==> config.mk <==
export PLATFORM = sky130hd
export DESIGN_NAME = vtp_csr
export DESIGN_NICKNAME = d
export VERILOG_FILES = /design/src/vtp_pkg.sv /design/src/vtp_csr.sv
export VERILOG_INCLUDE_DIRS = /design/src
export SDC_FILE = /design/constraint.sdc
export NUM_CORES = 1
export LEC_CHECK = 0
export BUFFER_PORTS_ARGS = -buffer_cell sky130_fd_sc_hd__buf_2
export CAP_MARGIN = 20
export CORE_UTILIZATION = 54
export CTS_BUF_LIST = sky130_fd_sc_hd__clkbuf_8
export DETAILED_ROUTE_END_ITERATION = 16
export PLACE_DENSITY_LB_ADDON = 0.15
export SYNTH_ARGS = -nofsm -noshare
export SYNTH_HDL_FRONTEND = slang
export SYNTH_SLANG_ARGS = --single-unit
export TNS_END_PERCENT = 1
==> constraint.sdc <==
create_clock -name clk -period 2.05 [get_ports clk]
set_clock_uncertainty 0.2 [all_clocks]
set_input_delay 0.3075 -clock clk [delete_from_list [all_inputs] [get_ports clk]]
set_output_delay 0.3075 -clock clk [all_outputs]
set_load 0.02 [all_outputs]
==> src/vtp_settings.svh <==
// Address widths, cache sizes, port count and CSR indices of the translation service
`ifndef VTP_SETTINGS_SVH
`define VTP_SETTINGS_SVH

// Virtual page number, split into two page table indices
`define VTP_VPN_BITS 16
`define VTP_IDX_BITS 8
`define VTP_PPN_BITS 20
`define VTP_ADDR_BITS 32

// One page table entry is a 64-bit host memory word
`define VTP_PTE_BITS 64

// Client ports and cache geometry, entry counts are powers of two
`define VTP_N_PORTS 2
`define VTP_L1_ENTRIES 4
`define VTP_L2_ENTRIES 16

// CSR bus geometry and register map
`define VTP_CSR_IDX_BITS 3
`define VTP_CSR_DATA_BITS 32
`define VTP_CSR_ID 3'd0
`define VTP_CSR_ROOT 3'd1
`define VTP_CSR_CTRL 3'd2
`define VTP_CSR_HITS 3'd3
`define VTP_CSR_MISSES 3'd4
`define VTP_CSR_ERRORS 3'd5
`define VTP_ID_VALUE 32'h5654_5001

`endif

==> src/vtp_pkg.sv <==
// Address types and the page table entry union shared by the translation service
`include "vtp_settings.svh"

package vtp_pkg;

    typedef logic [`VTP_VPN_BITS-1:0] vpn_t;
    typedef logic [`VTP_PPN_BITS-1:0] ppn_t;
    typedef logic [`VTP_ADDR_BITS-1:0] pt_addr_t;

    // Directory view, points at the next level table
    typedef struct packed {
        logic [`VTP_PTE_BITS-`VTP_ADDR_BITS-3:0] rsvd;
        pt_addr_t next;
        logic leaf;
        logic valid;
    } pte_dir_t;

    // Leaf view, holds the physical page number
    typedef struct packed {
        logic [`VTP_PTE_BITS-`VTP_PPN_BITS-3:0] rsvd;
        ppn_t ppn;
        logic leaf;
        logic valid;
    } pte_leaf_t;

    // The valid and leaf bits sit at the same place in both views,
    // so either view can be used to classify an entry
    typedef union packed {
        pte_dir_t dir;
        pte_leaf_t leaf;
    } pte_u;

endpackage

==> src/vtp_csr.sv <==
// CSR register file with page table root, saturating event counters and flush command
`timescale 1ns/1ns
`include "vtp_settings.svh"

module vtp_csr (
    input  logic clk,
    input  logic rst_n,
    input  logic csr_wr_en,
    input  logic csr_rd_en,
    input  logic [`VTP_CSR_IDX_BITS-1:0] csr_idx,
    input  logic [`VTP_CSR_DATA_BITS-1:0] csr_wr_data,
    input  logic hit_event,
    input  logic miss_event,
    input  logic error_event,
    output logic csr_rd_valid,
    output logic [`VTP_CSR_DATA_BITS-1:0] csr_rd_data,
    output vtp_pkg::pt_addr_t pt_root,
    output logic flush
);

    // Statistics counters, each sticks at its maximum value
    logic [`VTP_CSR_DATA_BITS-1:0] hits;
    logic [`VTP_CSR_DATA_BITS-1:0] misses;
    logic [`VTP_CSR_DATA_BITS-1:0] errors;

    // Read data selected in the request cycle
    logic [`VTP_CSR_DATA_BITS-1:0] rd_mux;

    always_comb
    begin
        // Unknown indices and the command register read as zero
        rd_mux = '0;
        case (csr_idx)
            `VTP_CSR_ID: rd_mux = `VTP_ID_VALUE;
            `VTP_CSR_ROOT: rd_mux = `VTP_CSR_DATA_BITS'(pt_root);
            `VTP_CSR_HITS: rd_mux = hits;
            `VTP_CSR_MISSES: rd_mux = misses;
            `VTP_CSR_ERRORS: rd_mux = errors;
            default: rd_mux = '0;
        endcase
    end

    always_ff @(posedge clk)
    begin
        if (!rst_n)
        begin
            csr_rd_valid <= 1'b0;
            pt_root <= '0;
            flush <= 1'b0;
            hits <= '0;
            misses <= '0;
            errors <= '0;
        end
        else
        begin
            // Reads answer exactly one cycle after the request
            csr_rd_valid <= csr_rd_en;

            // The flush is a single cycle pulse to every cache
            flush <= csr_wr_en && (csr_idx == `VTP_CSR_CTRL) && csr_wr_data[0];

            if (csr_wr_en && (csr_idx == `VTP_CSR_ROOT))
                pt_root <= vtp_pkg::pt_addr_t'(csr_wr_data);

            // Events are counted until the counter is all ones
            if (hit_event && !(&hits))
                hits <= hits + 1'b1;
            if (miss_event && !(&misses))
                misses <= misses + 1'b1;
            if (error_event && !(&errors))
                errors <= errors + 1'b1;
        end
    end

    // Read data is only meaningful while csr_rd_valid is high
    always_ff @(posedge clk)
    begin
        if (csr_rd_en)
            csr_rd_data <= rd_mux;
    end

endmodule

==> flow_metrics.env <==
export IMPL_crit_chain="buf_4, and3_1, and3_4, nand4_2, buf_4, nand2_2, or3_1, a21oi_1"
export IMPL_antenna_cells=0
export IMPL_dieArea_mm2=0.0145
export IMPL_layout_worst_path_cycle_share_pct=98.1
export IMPL_critical_path_required_ps=2250
export IMPL_cts_tree="built"
export IMPL_ant_nets=0
export IMPL_timing_final_ws_setup_ps=39.4
export IMPL_cp_top_family="simple AND/OR/NAND/NOR gates"
export IMPL_min_from="miss_event"
export IMPL_critPathKind="register to register"
export IMPL_relSlewSlack_pct=61.3
export IMPL_cp_arrival_ps=2210
export IMPL_drc=0
export IMPL_cellPowerDensity_mw_per_mm2=623
export IMPL_io_buffers=107
export IMPL_setup_violations=0
export IMPL_cp_max_fo=9
export IMPL_cp_slowest_cell="dfxtp_1"
export IMPL_cts_max_path_buffers=2
export IMPL_synth_top_flop_cell="dfxtp_1"
export IMPL_ir_drop_mv=0.782
export IMPL_startpoint_type="register"
export IMPL_synth_edf_count=32
export IMPL_async_reset_ff_share_pct=0
export IMPL_wl_mm=22.9
export IMPL_clkLatencyLatePin_ps=460
export IMPL_start_util_pct=56.5
export IMPL_layout_drive_gt1_share_pct=28.0
export IMPL_route_vias_total=7616
export IMPL_drv_cap=0
export IMPL_avgRoutedWirePerCell_um=17.6
export IMPL_routabilityCongestion=0.885
export IMPL_crit_path_max_incr_delay_ps=350
export IMPL_final_util_pct=75.0
export IMPL_grt_pass1_wl_mm=35.7
export IMPL_io_pins=108
export IMPL_cts_buffers=17
export IMPL_hpwl_mm=15.7
export IMPL_overflow=0
export IMPL_rsz0062_at_grt="true"
export IMPL_reg2reg_depth=8
export IMPL_fmax_ghz=0.497
export IMPL_clock_sinks=162
export IMPL_yosys_top_cells_area="dfxtp_1 34%, edfxtp_1 13%, nand2_1 6.4%"
export IMPL_ys_warn_count=0
export IMPL_worst_pin_slew_ps=579
export IMPL_hold_class="input port to register"
export IMPL_post_synth_cell_area_avg_um2=8.76
export IMPL_synth_largest_area_cell="dfxtp_1"
export IMPL_fin_nets=1161
export IMPL_critPathLaunch="hits[7]"
export IMPL_core_area_mm2=0.0135
export IMPL_fp_dieW_um=121
export IMPL_netlist_instances=867
export IMPL_report_final_hold_viol_count=0
export IMPL_critPathBufInv=2
export IMPL_grt_pass1_vias=7095
export IMPL_first_pass_iters=8
export IMPL_leakagePower_nw=4.17
export IMPL_yosys_top_cells_count="130 x dfxtp_1, 130 x nand2_1, 85 x nor2_1"
export IMPL_ys_types=52
export IMPL_syn_cell_area_mm2=0.00759
export IMPL_rows=42
export IMPL_synth_seq_cells=162
export IMPL_final_max_slew_viol_count=0
export IMPL_whs_path_depth=3
export IMPL_grt_max_degree=34
export IMPL_place_ws_ps=-100
export IMPL_ys_seq_area_share_pct=46.9
export IMPL_crit_reg2reg_launch="hits[7]"
export IMPL_crit_cells=8
export IMPL_die_y_um=121
export IMPL_htreeDepth=4
export IMPL_cts_root_buf="clkbuf_8"
export IMPL_fin_crit_ps=2010
export IMPL_drt_iter0_drc=663
export IMPL_netlist_area_leader_share_pct=34.3
export IMPL_post_drt_via_cell_ratio=5.84
export IMPL_globalRouteTotalUtil_pct=31.8
export IMPL_synth_fp_nets=912
export IMPL_path_clk_slew_ps=90
export IMPL_crit_path_frequent_cell="buf_4"
export IMPL_status="finished clean"
export IMPL_synthToLayoutAreaGrowth_pct=32.9
export IMPL_grt_antenna_before_repair=0
export IMPL_end_kind="register"
worst reg2reg max path, delay by kind of cell, from the launching register on:
family          cells  cell delay (ps)
simple gates        5              940
flops               1              350
buf+inv             2              320
compound gates      1              140
final timing paths:
| path | endpoint | slack [ps] |
|---|---|---|
| worst min-delay path | misses[2] | 20 |
| worst min register to register | pt_root[14] | 280 |
| worst max register to register | hits[4] | 40 |
| worst max-delay path | hits[4] | 40 |
cells by family (layout without fill, tap and decap cells):
group	after synthesis	in the layout	share of synthesized area, %
flip-flops	162	162	46.9
adder cells (fa/ha/maj)	3	3	0.494
AND/OR/NAND/NOR	395	395	26.0
multiplexers	11	11	1.60
buffers and inverters	57	317	3.01
AO/OA/AOI/OAI	169	170	13.9
XOR/XNOR	70	70	8.07
per-layer routing:
layer / global-route usage [%] / vias to the layer above / wire length (um)
li1: - / 3595 / -
met1: 41.3 / 3648 / 9780
met2: 52.0 / 312 / 11100
met3: 6.18 / 61 / 1430
met4: 12.8 / 0 / 609
met5: 0 / - / 0
sequential cells by signal, summed over array words and instances, names as in the netlist:
signal        cells
csr_rd_data      32
csr_rd_valid      1
errors           32
flush             1
hits             32
misses           32
pt_root          32
power by group:
part	switching, mW	internal [mW]
combinational	0.278	0.195
sequential	0.0330	3.30
clock	1.19	1.30
area by class of cell:
cell class              instances  area, um^2
clock buffers                  17         234
well taps                     176         220
clock inverters                14         175
repair buffers                273        1920
fillers                       977        3360
inverters                      13        50.0
flip-flops and latches        162        3580
multi-input cells             649        3920
cell usage in the layout, fill, tap and decap left out, types with 22 or more instances in the layout:
master,instances
nor2_1,83
xor2_1,52
nand3_1,29
buf_4,126
a21oi_1,73
and3_1,22
dfxtp_1,120
nand2_1,130
dlygate4sd3_1,34
edfxtp_1,32
o21ai_0,22
a22oi_1,44
buf_2,107
nand4_1,40
timing repair:
action	CTS	global route
buffers inserted	3	3
gates resized for setup	5	26
endpoints found under the setup margin	15	60
hold buffers	34	0
pin swaps	2	11
endpoints found under the hold margin	34	0
gates cloned	0	1
per-stage QoR:
stage / setup TNS [ps] / cells / hold slack [ps] / cell area [um^2] / power (mW)
6_report: 0 / 1304 / 20.3 / 10100 / 6.29
4_1_cts: 0 / 1300 / 3.66 / 9950 / 6.28
3_5_place_dp: -825 / 1232 / 267 / 9170 / 3.81
5_1_grt: -510 / 1304 / 5.52 / 10100 / 6.48
3_3_place_gp: -240 / 1232 / 265 / 9170 / 3.81
2_1_floorplan: 0 / 867 / 220 / 7600 / 3.60
Note: power is estimated with default switching activity, not from simulation.
