`src/vtp_settings.svh`:
```
// Address widths, cache sizes, port count and CSR indices of the translation service
`ifndef VTP_SETTINGS_SVH
`define VTP_SETTINGS_SVH

// Virtual page number, split into two page table indices
`define VTP_VPN_BITS 16
`define VTP_IDX_BITS 8
`define VTP_PPN_BITS 20
`define VTP_ADDR_BITS 32

// One page table entry is a 64-bit host memory word
`define VTP_PTE_BITS 64

// Client ports and cache geometry, entry counts are powers of two
`define VTP_N_PORTS 2
`define VTP_L1_ENTRIES 4
`define VTP_L2_ENTRIES 16

// CSR bus geometry and register map
`define VTP_CSR_IDX_BITS 3
`define VTP_CSR_DATA_BITS 32
`define VTP_CSR_ID 3'd0
`define VTP_CSR_ROOT 3'd1
`define VTP_CSR_CTRL 3'd2
`define VTP_CSR_HITS 3'd3
`define VTP_CSR_MISSES 3'd4
`define VTP_CSR_ERRORS 3'd5
`define VTP_ID_VALUE 32'h5654_5001

`endif

```
`src/vtp_pkg.sv`:
```
// Address types and the page table entry union shared by the translation service
`include "vtp_settings.svh"

package vtp_pkg;

    typedef logic [`VTP_VPN_BITS-1:0] vpn_t;
    typedef logic [`VTP_PPN_BITS-1:0] ppn_t;
    typedef logic [`VTP_ADDR_BITS-1:0] pt_addr_t;

    // Directory view, points at the next level table
    typedef struct packed {
        logic [`VTP_PTE_BITS-`VTP_ADDR_BITS-3:0] rsvd;
        pt_addr_t next;
        logic leaf;
        logic valid;
    } pte_dir_t;

    // Leaf view, holds the physical page number
    typedef struct packed {
        logic [`VTP_PTE_BITS-`VTP_PPN_BITS-3:0] rsvd;
        ppn_t ppn;
        logic leaf;
        logic valid;
    } pte_leaf_t;

    // The valid and leaf bits sit at the same place in both views,
    // so either view can be used to classify an entry
    typedef union packed {
        pte_dir_t dir;
        pte_leaf_t leaf;
    } pte_u;

endpackage

```
`src/vtp_pt_walk.sv`:
```
// Two-level page table walker issuing host memory reads
`timescale 1ns/1ns
`include "vtp_settings.svh"

module vtp_pt_walk (
    input  logic clk,
    input  logic rst_n,
    input  vtp_pkg::pt_addr_t pt_root,
    input  logic walk_start,
    input  vtp_pkg::vpn_t walk_vpn,
    input  logic mem_rd_valid,
    input  logic [`VTP_PTE_BITS-1:0] mem_rd_data,
    output logic mem_rd_en,
    output vtp_pkg::pt_addr_t mem_rd_addr,
    output logic walk_done,
    output vtp_pkg::ppn_t walk_ppn,
    output logic walk_error,
    output logic error_event
);

    typedef enum logic [1:0] {IDLE, WAIT_L1, WAIT_L2} state_t;

    state_t state;
    vtp_pkg::vpn_t vpn_q;
    vtp_pkg::pte_u pte;
    logic [`VTP_IDX_BITS-1:0] idx_hi;
    logic [`VTP_IDX_BITS-1:0] idx_lo;

    // Entries are eight bytes, so each index is scaled by eight
    assign pte = mem_rd_data;
    assign idx_hi = walk_vpn[`VTP_VPN_BITS-1:`VTP_IDX_BITS];
    assign idx_lo = vpn_q[`VTP_IDX_BITS-1:0];

    always_ff @(posedge clk)
    begin
        if (!rst_n)
        begin
            state <= IDLE;
            mem_rd_en <= 1'b0;
            walk_done <= 1'b0;
            error_event <= 1'b0;
        end
        else
        begin
            mem_rd_en <= 1'b0;
            walk_done <= 1'b0;
            error_event <= 1'b0;

            case (state)
                IDLE:
                begin
                    if (walk_start)
                    begin
                        vpn_q <= walk_vpn;
                        mem_rd_en <= 1'b1;
                        mem_rd_addr <= pt_root + vtp_pkg::pt_addr_t'({idx_hi, 3'b000});
                        state <= WAIT_L1;
                    end
                end
                WAIT_L1:
                begin
                    if (mem_rd_valid)
                    begin
                        if (!pte.dir.valid)
                        begin
                            walk_done <= 1'b1;
                            walk_error <= 1'b1;
                            error_event <= 1'b1;
                            state <= IDLE;
                        end
                        else if (pte.dir.leaf)
                        begin
                            // Huge page, the low PPN bits come from the level-2 index
                            walk_done <= 1'b1;
                            walk_error <= 1'b0;
                            walk_ppn <= {pte.leaf.ppn[`VTP_PPN_BITS-1:`VTP_IDX_BITS], idx_lo};
                            state <= IDLE;
                        end
                        else
                        begin
                            mem_rd_en <= 1'b1;
                            mem_rd_addr <= pte.dir.next + vtp_pkg::pt_addr_t'({idx_lo, 3'b000});
                            state <= WAIT_L2;
                        end
                    end
                end
                WAIT_L2:
                begin
                    if (mem_rd_valid)
                    begin
                        // There is no third level, so a directory here is also invalid
                        walk_done <= 1'b1;
                        walk_ppn <= pte.leaf.ppn;
                        walk_error <= !(pte.leaf.valid && pte.leaf.leaf);
                        error_event <= !(pte.leaf.valid && pte.leaf.leaf);
                        state <= IDLE;
                    end
                end
                default: state <= IDLE;
            endcase
        end
    end

endmodule

```
`config.mk`:
```
export PLATFORM = sky130hd
export DESIGN_NAME = vtp_pt_walk
export DESIGN_NICKNAME = d
export VERILOG_FILES = /design/src/vtp_pkg.sv /design/src/vtp_pt_walk.sv
export VERILOG_INCLUDE_DIRS = /design/src
export SDC_FILE = /design/constraint.sdc
export NUM_CORES = 1
export LEC_CHECK = 0
export ABC_AREA = 1
export ABC_CLOCK_PERIOD_IN_PS = 5900
export BUFFER_PORTS_ARGS = -buffer_cell sky130_fd_sc_hd__buf_2
export CAP_MARGIN = 5
export CORE_MARGIN = 3
export CORE_UTILIZATION = 52
export DETAILED_ROUTE_END_ITERATION = 16
export PLACE_DENSITY = 0.82
export RECOVER_POWER = 25
export SLEW_MARGIN = 5
export SYNTH_ARGS = -nofsm -noshare
export SYNTH_HDL_FRONTEND = slang
export SYNTH_SLANG_ARGS = --single-unit
```
`constraint.sdc`:
```
create_clock -name clk -period 5.9 [get_ports clk]
set_clock_uncertainty 0.2 [all_clocks]
set_input_delay 0.885 -clock clk [delete_from_list [all_inputs] [get_ports clk]]
set_output_delay 0.885 -clock clk [all_outputs]
set_load 0.1 [all_outputs]
```
==> results.ini <==
[placement]
place_inst=994
dp_hpwl_um=10530
portBuffers=141
place.gp.congestion=0.9280

[clock_tree]
holdBufCountCts=0
cts_resized=0
cts_root_buffer=clkbuf_8
clkSinkCount=66
clk_latency_ns=0.35
cts_max_path_buffers=2
post-cts-setup-buffer-count=0
h-tree-depth=3
cts_tree=done
cts.clk_slew.worst_paths_ns=0.08
cts_buffers=9

[final_layout]
area_growth_pct=20.30
final_cells=1010
fin_nets=1013
drive_gt1_frac=0.1952
nFillCells=869
antenna_cells=0

[power]
power.total_mw=2.530
power.leakage_nw=3.076
peakVddDrop_v=0.0002116
powerDensity_nw_per_um2=416.6

[sta]
setup_tns_ns=0
fin_hold_ws_ns=0.2875
post-route-min-period_ns=3.034
slew_viol_final=0
max_freq_ghz=0.3296
finalSetupViolCount=0
timing.final.hold_violations=0
rsz0062_at_grt=no
maxSlewHeadroom=0.2217
period_share=0.5143
worst_pin_slew_ns=1.172

[synth]
synth-main-ff-cell=edfxtp_1
ys_warn_count=0
ys_ff_latch=66
async_flop_share=0
yosysSeqAreaShare=0.3827
avgSynthCellArea_um2=6.916
synthCells=730
synth-edff-count=61
syn_area_um2=5049
syn-num-nets=867
synth_cell_types=37

[floorplan]
ios=172
dieArea_um2=10930
row_count=35
coreArea_um2=9328
die_h_um=104.5
initial_utilization=0.5412
fp.dieW_um=104.5

[grt]
grt_pass1_wl_um=20910
grt-ovfl-total=0
groute.usage.overall=0.2361
grt_pass1_vias=4521
antenna_found_initial=0
grt_max_degree=41

[critical_path]
cp-end-kind=register
cp_max_fo=40
path_class=reg -> reg
required_ns=5.69
r2r_cells=9
critPathLaunchType=register
worst_ep_arrival_time_ns=2.83
ff2ff_setup_slack_ns=2.87
r2r_end=mem_rd_addr[18]
r2r_start=state[1]

[worst_hold_path]
hold_path_end=state[0]
hold_path_depth=2
hp-class=reg -> reg
hp-start=state[0]

[detailed_routing]
via_count=5095
wl_um=12860
vias_per_cell=5.045
routedWlPerCell_um=12.74
drc=0
first_pass_iters=5
drtIter0Drc=296
drtAntennaViolNets=0

[status]
status=complete, no violations

[run]
cap_viol_max_count=0

## flip-flops by register name (all words and copies together), names as in the netlist
signal and count:
vpn_q 8, walk_error 1, mem_rd_en 1, walk_ppn 20, error_event 1, state 2, mem_rd_addr 32, walk_done 1
## metrics by stage
step,util,instance area (µm²),setup slack [ns]
final,0.6511,6073,2.866
after CTS,0.6534,6095,2.877
after global routing,0.6511,6073,2.586
after floorplan,-,5049,1.042
after detailed placement,0.6318,5893,2.858
after global placement,0.6318,5893,2.876
## worst max path at each step
stage	endpoint	startpoint	depth (start not counted)
6_report	mem_rd_addr[18]	state[1]	9
5_1_grt	mem_rd_addr[18]	state[1]	9
4_1_cts	mem_rd_addr[18]	state[1]	9
3_5_place_dp	mem_rd_addr[19]	pt_root[3]	12
3_3_place_gp	mem_rd_addr[19]	pt_root[3]	12
2_1_floorplan	mem_rd_addr[0]	mem_rd_data[1]	3
## synthesized netlist by cell type (all sizes together) (2+ instances only)
cell type	instances	area, µm²
a21oi	14	70.07
buf	5	31.27
clkbuf	4	25.02
dfxtp	5	100.1
edfxtp	61	1832
fa	2	40.04
ha	19	237.7
inv	102	382.9
nand2	303	1160
nand3	86	460.4
nand3b	8	60.06
nand4	11	68.82
nor2	65	296.5
nor3	6	35.03
o21ai	17	85.08
or2	7	43.80
xor2	6	52.55
## layer usage
| metal | GRT usage | vias to the layer above | routed length, µm |
|---|---|---|---|
| met5 | 0 | - | 0 |
| met4 | 0.06743 | 0 | 213 |
| met3 | 0.02656 | 15 | 862 |
| met2 | 0.4050 | 170 | 6132 |
| met1 | 0.3156 | 2272 | 5656 |
| li1 | - | 2638 | - |
## cell usage in the layout, fill, tap and decap left out
cell       count
nor2_1        54
nor3b_1        1
nor2_4         5
xor2_1         6
or2_0          1
nand2_2        9
edfxtp_1      61
inv_2          1
or2_1          6
dfxtp_1        5
nand3b_1       8
a311oi_1       1
buf_4          3
nand3_1       80
nor4_2         1
o21ai_0       16
bufinv_16      1
inv_6          2
buf_2        124
clkbuf_8       9
o21bai_1       1
clkbuf_1      17
o21ai_1        1
a21o_1         1
and2_1         1
nand3_2        6
inv_1        101
fa_1           2
a21boi_0       1
clkinv_1       1
o22ai_1        1
mux2i_1        1
nor3_2         2
nor2_2         6
nand2_1      294
nand4_1       11
clkinv_4       3
a21oi_1       14
nor3_1         4
ha_1          19
## power breakdown
| part | switching [mW] | leakage, nW | total (mW) | internal (mW) |
|---|---|---|---|---|
| logic | 1.18 | 2.37 | 1.42 | 0.241 |
| registers | 0.0353 | 0.604 | 0.733 | 0.697 |
| clock network | 0.182 | 0.102 | 0.380 | 0.199 |
## logic make-up (layout without fill, tap and decap cells)
family,count (synthesis),count (layout),share of synthesized area
flops,66,66,0.3827
mux,1,1,0.001983
fa+ha+maj,21,21,0.05502
compound gates,36,36,0.03817
buf+inv,111,262,0.08698
simple gates,489,489,0.4248
xor+xnor,6,6,0.01041
## layout make-up
cell class,count,area (µm²),share of cell area
inverter,102,382.9,0.06304
multi-input combinational,553,2689,0.4427
timing repair buffer,144,706.9,0.1164
tap,129,161.4,0.02658
sequential,66,1932,0.3181
clock inverter,7,77.57,0.01277
clock buffer,9,123.9,0.02040
## critical path, cell delays in order, from the launching register on
cell and delay (ns):
dfxtp_1 0.33, inv_1 0.07, ha_1 0.18, buf_4 0.27, inv_1 0.76, nor2_1 0.08
inv_1 0.11, nand2_1 0.10, nor4_2 0.14, buf_4 0.42
Note: power is estimated with default switching activity, not from simulation.
