**src/vtp_settings.svh**
```systemverilog
// Address widths, cache sizes, port count and CSR indices of the translation service
`ifndef VTP_SETTINGS_SVH
`define VTP_SETTINGS_SVH

// Virtual page number, split into two page table indices
`define VTP_VPN_BITS 16
`define VTP_IDX_BITS 8
`define VTP_PPN_BITS 20
`define VTP_ADDR_BITS 32

// One page table entry is a 64-bit host memory word
`define VTP_PTE_BITS 64

// Client ports and cache geometry, entry counts are powers of two
`define VTP_N_PORTS 2
`define VTP_L1_ENTRIES 4
`define VTP_L2_ENTRIES 16

// CSR bus geometry and register map
`define VTP_CSR_IDX_BITS 3
`define VTP_CSR_DATA_BITS 32
`define VTP_CSR_ID 3'd0
`define VTP_CSR_ROOT 3'd1
`define VTP_CSR_CTRL 3'd2
`define VTP_CSR_HITS 3'd3
`define VTP_CSR_MISSES 3'd4
`define VTP_CSR_ERRORS 3'd5
`define VTP_ID_VALUE 32'h5654_5001

`endif

```
**src/vtp_pkg.sv**
```systemverilog
// Address types and the page table entry union shared by the translation service
`include "vtp_settings.svh"

package vtp_pkg;

    typedef logic [`VTP_VPN_BITS-1:0] vpn_t;
    typedef logic [`VTP_PPN_BITS-1:0] ppn_t;
    typedef logic [`VTP_ADDR_BITS-1:0] pt_addr_t;

    // Directory view, points at the next level table
    typedef struct packed {
        logic [`VTP_PTE_BITS-`VTP_ADDR_BITS-3:0] rsvd;
        pt_addr_t next;
        logic leaf;
        logic valid;
    } pte_dir_t;

    // Leaf view, holds the physical page number
    typedef struct packed {
        logic [`VTP_PTE_BITS-`VTP_PPN_BITS-3:0] rsvd;
        ppn_t ppn;
        logic leaf;
        logic valid;
    } pte_leaf_t;

    // The valid and leaf bits sit at the same place in both views,
    // so either view can be used to classify an entry
    typedef union packed {
        pte_dir_t dir;
        pte_leaf_t leaf;
    } pte_u;

endpackage

```
**src/vtp_l1.sv**
```systemverilog
// Per-port direct-mapped L1 translation cache with client request and response logic
`timescale 1ns/1ns
`include "vtp_settings.svh"

module vtp_l1 (
    input  logic clk,
    input  logic rst_n,
    input  logic flush,
    input  logic req_valid,
    input  vtp_pkg::vpn_t req_vpn,
    input  logic l2_rsp,
    input  vtp_pkg::ppn_t l2_ppn,
    input  logic l2_error,
    output logic busy,
    output logic rsp_valid,
    output vtp_pkg::ppn_t rsp_ppn,
    output logic rsp_error,
    output logic l2_req,
    output vtp_pkg::vpn_t l2_vpn
);

    localparam int IDX_W = $clog2(`VTP_L1_ENTRIES);
    localparam int TAG_W = `VTP_VPN_BITS - IDX_W;

    // Cache arrays, the low VPN bits select the entry and the rest is the tag
    logic [`VTP_L1_ENTRIES-1:0] valid;
    logic [TAG_W-1:0] tag [`VTP_L1_ENTRIES];
    vtp_pkg::ppn_t ppn [`VTP_L1_ENTRIES];

    logic [IDX_W-1:0] req_idx;
    logic [IDX_W-1:0] fill_idx;
    logic req_hit;

    assign req_idx = req_vpn[IDX_W-1:0];
    assign req_hit = valid[req_idx] && (tag[req_idx] == req_vpn[`VTP_VPN_BITS-1:IDX_W]);

    // A fill goes to the slot of the VPN that is waiting on L2
    assign fill_idx = l2_vpn[IDX_W-1:0];

    always_ff @(posedge clk)
    begin
        if (!rst_n)
        begin
            valid <= '0;
            busy <= 1'b0;
            rsp_valid <= 1'b0;
            l2_req <= 1'b0;
        end
        else
        begin
            rsp_valid <= 1'b0;

            // Busy covers the response cycle and drops right after it
            if (rsp_valid)
                busy <= 1'b0;

            if (req_valid)
            begin
                busy <= 1'b1;
                // A hit answers next cycle, a miss is handed to L2
                if (req_hit)
                    rsp_valid <= 1'b1;
                else
                    l2_req <= 1'b1;
            end

            // The L2 answer ends the miss and goes straight to the client
            if (l2_rsp)
            begin
                l2_req <= 1'b0;
                rsp_valid <= 1'b1;
                if (!l2_error)
                    valid[fill_idx] <= 1'b1;
            end

            // Flush only comes when the port is idle, so no fill can race it
            if (flush)
                valid <= '0;
        end
    end

    always_ff @(posedge clk)
    begin
        if (req_valid)
        begin
            rsp_ppn <= ppn[req_idx];
            rsp_error <= 1'b0;
            // The VPN is kept stable for the whole L2 request
            if (!req_hit)
                l2_vpn <= req_vpn;
        end

        if (l2_rsp)
        begin
            rsp_ppn <= l2_ppn;
            rsp_error <= l2_error;
            // Failed translations are never cached
            if (!l2_error)
            begin
                tag[fill_idx] <= l2_vpn[`VTP_VPN_BITS-1:IDX_W];
                ppn[fill_idx] <= l2_ppn;
            end
        end
    end

endmodule

```
**config.mk**
```make
export PLATFORM = sky130hd
export DESIGN_NAME = vtp_l1
export DESIGN_NICKNAME = d
export VERILOG_FILES = /design/src/vtp_pkg.sv /design/src/vtp_l1.sv
export VERILOG_INCLUDE_DIRS = /design/src
export SDC_FILE = /design/constraint.sdc
export NUM_CORES = 1
export LEC_CHECK = 0
export BUFFER_PORTS_ARGS = -buffer_cell sky130_fd_sc_hd__buf_2
export CORE_ASPECT_RATIO = 1.25
export CORE_MARGIN = 2
export CORE_UTILIZATION = 30
export CTS_BUF_LIST = sky130_fd_sc_hd__clkbuf_2 sky130_fd_sc_hd__clkbuf_4 sky130_fd_sc_hd__clkbuf_8
export DETAILED_ROUTE_END_ITERATION = 12
export PLACE_DENSITY = 0.58
export SYNTH_ARGS = -nofsm -noshare
export SYNTH_HDL_FRONTEND = slang
export SYNTH_SLANG_ARGS = --single-unit
export TNS_END_PERCENT = 100
```
**constraint.sdc**
```tcl
create_clock -name clk -period 10.9 [get_ports clk]
set_input_delay 1.09 -clock clk [delete_from_list [all_inputs] [get_ports clk]]
set_output_delay 1.09 -clock clk [all_outputs]
set_load 0.1 [all_outputs]
```
==> results.py <==
metrics = {
    "layout": {
        "fin_nets": 461,
        "diodes": 0,
        "areaGrowthSynthToFinish_pct": 16.35,
        "drive_gt1_share_pct": 37.73,
    },
    "synthesis": {
        "ys_types": 38,
        "syn_area_mm2": 0.006855,
        "synth_seq_cells": 180,
        "syn_avg_cell_area_um2": 20.96,
        "synthCells": 327,
        "synth_nets": 369,
        "yosys_warnings": 0,
        "yosysSeqAreaShare_pct": 77.82,
    },
    "timing": {
        "rsz0062_at_grt": "false",
        "min_period_ns": 3.556,
        "tightest_slew_ns": 1.178,
        "setup_tns_ns": 0,
        "setup_viol": 0,
        "maxSlewHeadroom_pct": 21.30,
        "fin_skew_ns": 0.01589,
        "max_freq_mhz": 281.2,
        "finalHoldViolCount": 0,
        "holdWs_ns": 0.4789,
        "slew_violations": 0,
        "period_share_pct": 32.63,
    },
    "clock_tree": {
        "numCtsBuffers": 17,
        "clock_sinks": 180,
        "cts_tree": "done",
        "clk_latency_ns": 0.45,
        "cts-resized-gates": 0,
        "clk_pin_slew_ns": 0.08,
        "max-clock-path-buffers": 2,
        "cts-root-buf": "clkbuf_8",
        "postCtsSetupRepairBufs": 0,
        "ctsHoldBuffers": 0,
        "h-tree-depth": 4,
    },
    "setup_path": {
        "cp_slowest_cell": "a31oi_2",
        "cpPeakStageDelay_ns": 0.89,
        "crit_chain": "buf_2, buf_4, mux4_1, xnor2_1, nand3_1, a21oi_1, a31oi_2",
        "crit_arrival_ns": 3.62,
        "startpoint_type": "primary input",
        "cp_max_fo": 36,
        "cp.buffers_inverters": 2,
        "cp_top_family": "compound AO/OA/AOI/OAI gates",
        "critPathRequiredTime_ns": 10.96,
        "crit_path_end_kind": "flop",
        "critPathKind": "primary input to flop",
    },
    "floorplan": {
        "ios": 82,
        "core_mm2": 0.02236,
        "die_h_um": 173.0,
        "rows": 61,
        "die_width_um": 139.2,
        "start_util_pct": 30.66,
        "die_area_mm2": 0.02408,
    },
    "routing": {
        "drtPass1Iterations": 4,
        "viasPerCell": 4.657,
        "drtIter0Drc": 230,
        "wl_per_cell_um": 18.85,
        "drc_errors": 0,
        "dr_total_vias": 3330,
        "ant_nets": 0,
        "wl_um": 13480,
    },
    "pwr": {
        "power_mw": 1.415,
        "p_leak_nw": 2.697,
        "power_density_mw_per_mm2": 177.3,
        "irDropWorstVdd_v": 0.00009928,
    },
    "grt": {
        "grt_pass1_vias": 3605,
        "grt_pass1_wl_um": 20840,
        "grt_max_degree": 47,
        "grt_use_total_pct": 11.64,
        "grt-ovfl-total": 0,
        "grt_antenna_before_repair": 0,
    },
    "flow_run": {
        "max_cap_violations": 0,
    },
    "place": {
        "io_buffer_count": 81,
        "gp_congestion": 0.7842,
        "dp_hpwl_um": 8508,
    },
    "outcome": {
        "status": "completed",
    },
    "min_path": {
        "min_path_type": "flop to flop",
    },
}
==> worst reg2reg max path: cells and delay by family (launching register included) <==
family           cells  cell delay, ns
AO/OA/AOI/OAI        2            0.99
XOR/XNOR             1            0.14
flip-flops           1            0.39
multiplexers         1            0.52
AND/OR/NAND/NOR      1            0.12
==> final timing paths <==
check,cells past startpoint,slack [ns],from,endpoint
min,2,0.48,busy,busy
max reg2reg,5,8.36,tag[2][11],l2_vpn[7]
max,7,7.34,req_vpn[0],l2_vpn[7]
min reg2reg,2,0.48,busy,busy
==> synth_stat cells (all sizes together) <==
cell type	count	area (µm²)
edfxtp	173	5195
o221ai	1	8.760
nor2b	2	12.51
a221oi	2	17.52
nand3b	1	7.510
o22ai	2	12.51
clkbuf	3	11.26
nand3	3	15.01
a41oi	1	8.760
nor2	14	52.55
a32o	1	11.26
nand4	2	12.51
mux2	20	225.2
dfxtp	7	140.1
or2	1	6.260
and3	1	6.260
nor4	2	27.53
xor2	7	61.31
nor3	1	5.000
nand2b	4	25.02
and2	1	6.260
xnor2	6	52.55
a21oi	5	25.02
buf	9	67.56
nor3b	1	7.510
a21boi	1	7.510
mux4	26	593.1
a31oi	1	6.260
and3b	1	8.760
mux2i	17	170.2
inv	3	11.26
o21ai	3	15.01
nand2	4	15.01
a211oi	1	7.510
==> per-stage QoR <==
step | instances | setup WS, ns | area, µm² | utilization [%]
final | 715 | 7.344 | 7976 | 35.67
after global placement | 683 | 6.866 | 7587 | 33.93
after global routing | 715 | 7.129 | 7976 | 35.67
after detailed placement | 683 | 6.802 | 7587 | 33.93
after CTS | 715 | 7.294 | 7976 | 35.67
after floorplan | 327 | 6.286 | 6855 | -
==> routing by layer <==
layer,up-vias,track usage (%),routed length (µm)
met3,16,3.268,537
met4,0,3.704,149
met1,1711,13.81,5600
met2,93,20.44,7187
met5,-,0,0
li1,1510,-,-
==> state kept, by name, summed over array words and instances (netlist names) <==
signal,flops
l2_vpn,16
busy,1
l2_req,1
valid,4
rsp_ppn,20
ppn,80
rsp_valid,1
tag,56
rsp_error,1
==> placed cells by master, fill, tap and decap left out, types with 4 or more instances in the layout <==
master / count
nand2_1: 4
buf_4: 4
nor2_1: 13
mux4_2: 24
nand2b_1: 4
dfxtp_1: 7
buf_2: 81
a21oi_1: 5
clkinv_1: 6
xor2_1: 7
clkbuf_8: 17
xnor2_1: 6
mux2i_1: 17
edfxtp_1: 173
mux2_2: 20
==> cell type report <==
| cell class | count | area (µm²) |
|---|---|---|
| fill | 2101 | 14390 |
| sequential | 180 | 5335 |
| multi-input combinational | 132 | 1451 |
| timing repair buffer | 85 | 435.4 |
| tap | 283 | 354.1 |
| clock buffer | 19 | 249.0 |
| clock inverter | 13 | 140.1 |
| inverter | 3 | 11.26 |
==> power by group <==
group	total, mW	switching, mW	internal [mW]
Sequential	0.795	0.00992	0.785
Combinational	0.175	0.137	0.0381
Clock	0.444	0.218	0.226
==> kinds of logic after synthesis <==
group / after synthesis / synth area share [%]
XOR/XNOR: 13 / 1.661
AND/OR/NAND/NOR: 38 / 3.030
AO/OA/AOI/OAI: 18 / 1.752
multiplexers: 63 / 14.42
buffers and inverters: 15 / 1.314
flip-flops: 180 / 77.82
No activity file was read; power rests on OpenSTA's default activity.
